$ cat config.mk
export PLATFORM = sky130hd
export DESIGN_NAME = hazardUnit
export DESIGN_NICKNAME = d
export VERILOG_FILES = /design/src/common/rvPkg.sv /design/src/hazard/hazardUnit.sv
export SDC_FILE = /design/constraint.sdc
export NUM_CORES = 1
export LEC_CHECK = 0
export BUFFER_PORTS_ARGS = -buffer_cell sky130_fd_sc_hd__buf_4
export CORE_AREA = 2 2 39 41
export DETAILED_ROUTE_END_ITERATION = 8
export DIE_AREA = 0 0 41 43
export PLACE_DENSITY = 0.67
export SYNTH_ARGS = -nofsm -noshare
export SYNTH_HDL_FRONTEND = slang
export SYNTH_SLANG_ARGS = --single-unit
$ cat constraint.sdc
create_clock -name vclk -period 1.09
set_input_delay 0.109 -clock vclk [all_inputs]
set_output_delay 0.109 -clock vclk [all_outputs]
set_load 0.05 [all_outputs]
$ cat src/common/rvPkg.sv
package rvPkg;

    localparam int xLen      = 32;
    localparam int dmemWords = 256;
    localparam int dmemIdxW  = $clog2(dmemWords);

    typedef logic [xLen-1:0] wordT;
    typedef logic [4:0]      regAddrT;
    typedef logic [1:0]      fwdSelT;
    typedef logic [3:0]      addrModeT;
    typedef logic [2:0]      branchOpT;
    typedef logic [1:0]      jumpT;
    typedef logic [3:0]      aluOpT;
    typedef logic [1:0]      wbSrcT;
    typedef logic [6:0]      opcodeT;

    // Forwarding selects for the execute operands
    localparam fwdSelT fwdReg = 2'b00;
    localparam fwdSelT fwdMem = 2'b01;
    localparam fwdSelT fwdWb  = 2'b10;

    // Loads sit at 0..4 so a single compare spots them
    localparam addrModeT modeLb   = 4'd0;
    localparam addrModeT modeLh   = 4'd1;
    localparam addrModeT modeLw   = 4'd2;
    localparam addrModeT modeLbu  = 4'd3;
    localparam addrModeT modeLhu  = 4'd4;
    localparam addrModeT modeSb   = 4'd5;
    localparam addrModeT modeSh   = 4'd6;
    localparam addrModeT modeSw   = 4'd7;
    localparam addrModeT modeNone = 4'd15;

    localparam branchOpT brNone = 3'd0;
    localparam branchOpT brEq   = 3'd1;
    localparam branchOpT brNe   = 3'd2;
    localparam branchOpT brLt   = 3'd3;
    localparam branchOpT brGe   = 3'd4;
    localparam branchOpT brLtu  = 3'd5;
    localparam branchOpT brGeu  = 3'd6;

    localparam jumpT jmpNone = 2'b00;
    localparam jumpT jmpJal  = 2'b10;
    localparam jumpT jmpJalr = 2'b11;

    localparam aluOpT aluAdd   = 4'd0;
    localparam aluOpT aluSub   = 4'd1;
    localparam aluOpT aluSll   = 4'd2;
    localparam aluOpT aluSlt   = 4'd3;
    localparam aluOpT aluSltu  = 4'd4;
    localparam aluOpT aluXor   = 4'd5;
    localparam aluOpT aluSrl   = 4'd6;
    localparam aluOpT aluSra   = 4'd7;
    localparam aluOpT aluOr    = 4'd8;
    localparam aluOpT aluAnd   = 4'd9;
    localparam aluOpT aluPassB = 4'd10;

    localparam wbSrcT wbAlu = 2'd0;
    localparam wbSrcT wbMem = 2'd1;
    localparam wbSrcT wbPc4 = 2'd2;

    localparam opcodeT opLui    = 7'b0110111;
    localparam opcodeT opAuipc  = 7'b0010111;
    localparam opcodeT opJal    = 7'b1101111;
    localparam opcodeT opJalr   = 7'b1100111;
    localparam opcodeT opBranch = 7'b1100011;
    localparam opcodeT opLoad   = 7'b0000011;
    localparam opcodeT opStore  = 7'b0100011;
    localparam opcodeT opImm    = 7'b0010011;
    localparam opcodeT opReg    = 7'b0110011;

    localparam wordT nopInstr = 32'h0000_0013; // addi x0, x0, 0

endpackage
$ cat src/hazard/hazardUnit.sv
`timescale 1ns/1ps

module hazardUnit (
    input  rvPkg::regAddrT  rs1E,
    input  rvPkg::regAddrT  rs2E,
    input  rvPkg::regAddrT  rdM,
    input  rvPkg::regAddrT  rdW,
    input  rvPkg::addrModeT addrModeM,
    input  rvPkg::branchOpT branchE,
    input  rvPkg::jumpT     jumpE,
    input  logic            eqE,
    input  logic            ltE,
    input  logic            ltuE,
    output rvPkg::fwdSelT   forwardA,
    output rvPkg::fwdSelT   forwardB,
    output logic            stall,
    output logic            flush
);
    import rvPkg::*;

    logic isLoadM;
    logic branchTaken;

    // Memory stage checked first so the younger result wins
    function automatic fwdSelT pickFwd(
        input regAddrT rs,
        input regAddrT rdMem,
        input regAddrT rdWb
    );
        if (rs == '0) begin
            return fwdReg; // x0 is never forwarded
        end else if (rs == rdMem) begin
            return fwdMem;
        end else if (rs == rdWb) begin
            return fwdWb;
        end
        return fwdReg;
    endfunction

    assign forwardA = pickFwd(rs1E, rdM, rdW);
    assign forwardB = pickFwd(rs2E, rdM, rdW);

    // Load result is not ready until it reaches writeback
    assign isLoadM = (addrModeM <= modeLhu);
    assign stall   = isLoadM && (rdM != '0) && ((rdM == rs1E) || (rdM == rs2E));

    always_comb begin
        case (branchE)
            brEq:    branchTaken = eqE;
            brNe:    branchTaken = !eqE;
            brLt:    branchTaken = ltE;
            brGe:    branchTaken = !ltE;
            brLtu:   branchTaken = ltuE;
            brGeu:   branchTaken = !ltuE;
            default: branchTaken = 1'b0;
        endcase
    end

    // Compare flags are stale while the load is still in memory,
    // so the transfer waits for the stall to clear
    assign flush = !stall && (jumpE[1] || branchTaken);

endmodule

Word-level counts from Yosys, hierarchy flattened
Cells that the tools add are included.
Operators by class
  add/sub/neg operators: 0
  multiply operators: 0
  div/mod/pow operators: 0
  order comparisons: 1
  equal/unequal tests: 12
  shift operators: 0
  mux-type cells: 15
  bitwise gates (word level): 0
  reductions and logical operators: 12
Operators by type and width (number)
  == test 5 bit: 6
  2-to-1 mux 2 bit: 8
  logical NOT 5 bit: 2
  == test 3 bit (second input constant): 3
  == test 3 x 2 -> 1 bit (second input constant): 2
  2-to-1 mux 1 bit: 6
  one-hot mux 1 bit (6 select lines): 1
  nonzero test 5 bit: 1
  less-or-equal comparator 4 x 3 -> 1 bit (second input constant): 1
  logical NOT 1 bit: 4
  == test 3 x 1 -> 1 bit (second input constant): 1
  logical AND 1 bit: 3
  logical OR 1 bit: 2
Word-level totals
  register bits: 0
  bits in latches: 0
  bits in writable memories: 0
  memory bits (read-only): 0
  input port bits: 32
  memories: 0

Depth between registers and ports, before layout
  depth in word-level cells: 5
  depth in mapped cells: 5
  mapped depth without buffers: 5

Worst setup path before layout
Ideal clock, no wire load.
  kind: input -> output
  start: input port rdM[2]
  end: output port flush
  arrival: 2.276 ns
  required time: 0.981 ns
  path slack: -1.295 ns
  stages on the path: 5
  cell sequence: xor2_1 nor3_2 nand3_2 a2111oi_2 nor2_1
Between the ends
  longest elaborated chain between the ends: 5
Ends and longest elaborated chain
  from (decl): RTL line hazardUnit.sv:6  | input rvPkg::regAddrT rdM,
  == test 5 bit / nonzero test 5 bit (equally long branches): RTL line hazardUnit.sv:45  | assign stall = isLoadM && (rdM != '0) && ((rdM == rs1E) || (rdM == rs2E));
  logical OR 1 bit / logical AND 1 bit (equally long branches): RTL line hazardUnit.sv:45
  logical AND 1 bit *: RTL line hazardUnit.sv:45
  named net stall: RTL line hazardUnit.sv:16  | output logic stall,
  logical NOT 1 bit *: RTL line hazardUnit.sv:61  | assign flush = !stall && (jumpE[1] || branchTaken);
  logical AND 1 bit *: RTL line hazardUnit.sv:61
  to (decl): RTL line hazardUnit.sv:17  | output logic flush
The timed path passes the listed nets; every way through them passes the cells marked *.

Final worst setup path
  start: input port rs1E[1]
  end: output port stall
Between the ends
  longest elaborated chain between the ends: 3
Ends and longest elaborated chain
  from (decl): RTL line hazardUnit.sv:4  | input rvPkg::regAddrT rs1E,
  == test 5 bit: RTL line hazardUnit.sv:45
  logical OR 1 bit: RTL line hazardUnit.sv:45
  logical AND 1 bit: RTL line hazardUnit.sv:45
  to (decl): RTL line hazardUnit.sv:16
Every way passes these cells.

==> impl_metrics.ini <==
[timing]
hold_ws_ps = 505
finalSetupTns_ps = -1640
final.period_utilization = 1.39
hold_viol = 0
maxSlewViolCount = 0
finalWorstSetupSlack_ps = -421
rsz0062_at_grt = true
worst_slew_pin_slew_ps = 372
period_needed_ps = 1510
timing.fmax_ghz = 0.662
max_slew_margin = 0.752
setup-violations-final = 6

[detailed_routing]
routed_wl_mm = 1.34
wl_per_cell_um = 11.5
vias = 549
drt_first_pass_iters = 3
avgViaCountPerCell = 4.69
drcViolationCount = 0
initialDrtViolationCount = 1
ant_nets = 0

[floorplan]
num_rows = 14
die_w_um = 41
dieArea_um2 = 1760
coreArea_um2 = 1380
io-pin-count = 38
dieHeight_um = 43
start_util = 0.254

[finish]
antenna_cells = 0
regArea_um2 = 0
multi_input_comb_area_um2 = 430
drive_gt1_frac = 0.703
numSequentialCells = 0
area_growth_syn_to_layout_pct = 170
nClkBuffers = 0
nNetsFinal = 135
n_fill_cell = 113

[synthesis]
synth.area.top_cells = xor2_1, xnor2_1, nor2_1, a2111oi_2, or4_1
netlist_area_um2 = 352
yosysTopAreaCell = xor2_1
yosys_warnings = 0
yosysSeqAreaShare = 0
synth_nets = 79
yosys.area.top_type_share = 0.299
syn_area_per_cell_um2 = 7.48
netlist_instances = 47
ys_types = 20

[placement]
hpwl_mm = 1.09
place.gp.congestion = 0.718
io_buffers = 37

[global_route]
grt_pass1_wl_mm = 2.05
grt_pass1_vias = 539
grt_max_degree = 4
grt-ovfl-total = 0
grt_use_total = 0.158
antenna_found_initial = 0

[clock_tree]
ctsHoldBuffers = 0

[worst_hold_path]
hold_depth = 3
hold_class = input port to output port

[power_and_ir_drop]
p_leak_nw = 0.424
p_per_area_nw_per_um2 = 388
ir_drop_mv = 0.208

[setup_path]
crit_required_ps = 980
critical_path_class = input port to output port
crit_fanout = 3
start_kind = input port
cp-end-kind = output port
worstPathArrival_ps = 1400

[flow_run]
cap_violations = 0

[run_status]
status = finished, violations left
violations = setup timing
-- cells by family after synthesis --
family,Yosys count,share of synthesized area
buf+inv,2,0.0214
simple gates,19,0.331
xor+xnor,20,0.498
compound gates,6,0.149
-- what timing repair did --
action | in CTS | in global routing
setup buffers | 4 | 1
pin swaps | 12 | 10
hold endpoints to repair | 0 | 0
gates resized for setup | 22 | 11
endpoints found under the setup margin | 6 | 6
gates cloned | 0 | 0
-- per-stage QoR --
| stage | setup slack (ps) | cells | util | power (mW) | cell area, µm² |
|---|---|---|---|---|---|
| 6_report | -421 | 117 | 0.686 | 0.368 | 950 |
| 5_1_grt | -491 | 117 | 0.686 | 0.395 | 950 |
| 4_1_cts | -377 | 118 | 0.658 | 0.356 | 911 |
| 3_5_place_dp | -465 | 115 | 0.580 | 0.319 | 803 |
| 3_3_place_gp | -440 | 115 | 0.580 | 0.314 | 803 |
| 2_1_floorplan | -643 | 47 | - | 0.136 | 393 |
-- where the power goes --
| part | internal (mW) | switching, mW | total [mW] |
|---|---|---|---|
| logic | 0.213 | 0.155 | 0.368 |
| registers | 0 | 0 | 0 |
| clock network | 0 | 0 | 0 |
-- cell type report --
| cell class | count | share of cell area |
|---|---|---|
| tap | 16 | 0.0211 |
| inverter | 2 | 0.00791 |
| multi-input combinational | 45 | 0.453 |
| timing repair buffer | 54 | 0.518 |
-- Yosys cell counts --
| cell | instances |
|---|---|
| and4_2 | 1 |
| nor3_2 | 1 |
| or4_2 | 1 |
| inv_1 | 2 |
| nand3_1 | 1 |
| nor3_1 | 2 |
| a2111oi_2 | 1 |
| or4_1 | 2 |
| xor2_1 | 12 |
| nor4_1 | 2 |
| nor2_1 | 6 |
| nand2_1 | 1 |
| and4_1 | 1 |
| o21a_1 | 1 |
| a31oi_1 | 1 |
| a21oi_1 | 1 |
| nand3_2 | 1 |
| o221ai_1 | 1 |
| a221o_1 | 1 |
| xnor2_1 | 8 |
-- placed cells by master (no fill, tap or decap) --
cell type,netlist,final
a2111oi_4,0,1
a21oi_1,1,1
a221o_1,1,1
a31oi_1,1,1
and4_4,0,2
buf_4,0,36
buf_6,0,13
buf_8,0,5
inv_1,2,2
nand2_1,1,1
nand3_1,1,1
nand3_2,1,1
nor2_2,0,2
nor2_4,0,4
nor3_1,2,2
nor3_2,1,1
nor4_1,2,1
nor4_2,0,1
o21a_1,1,1
o221ai_1,1,1
or4_1,2,1
or4_4,0,2
xnor2_1,8,7
xnor2_2,0,1
xor2_1,12,10
xor2_2,0,2
-- worst paths after layout --
check         start  endpoint  slack, ps
max         rs1E[1]     stall       -420
min    addrModeM[3]     stall        510
-- critical path, cell delays in order --
cell and delay (ps):
buf_6 100, xor2_1 150, nor3_1 200, nand3_1 160
a2111oi_4 470, buf_6 220
-- routing by layer --
metal,up-vias,track usage,part of all wire
met2,25,0.303,0.56
met5,-,0,0
met1,246,0.194,0.37
li1,278,-,-
met3,0,0,0.062
met4,0,0,0
Power figures use the tool's default switching activity.
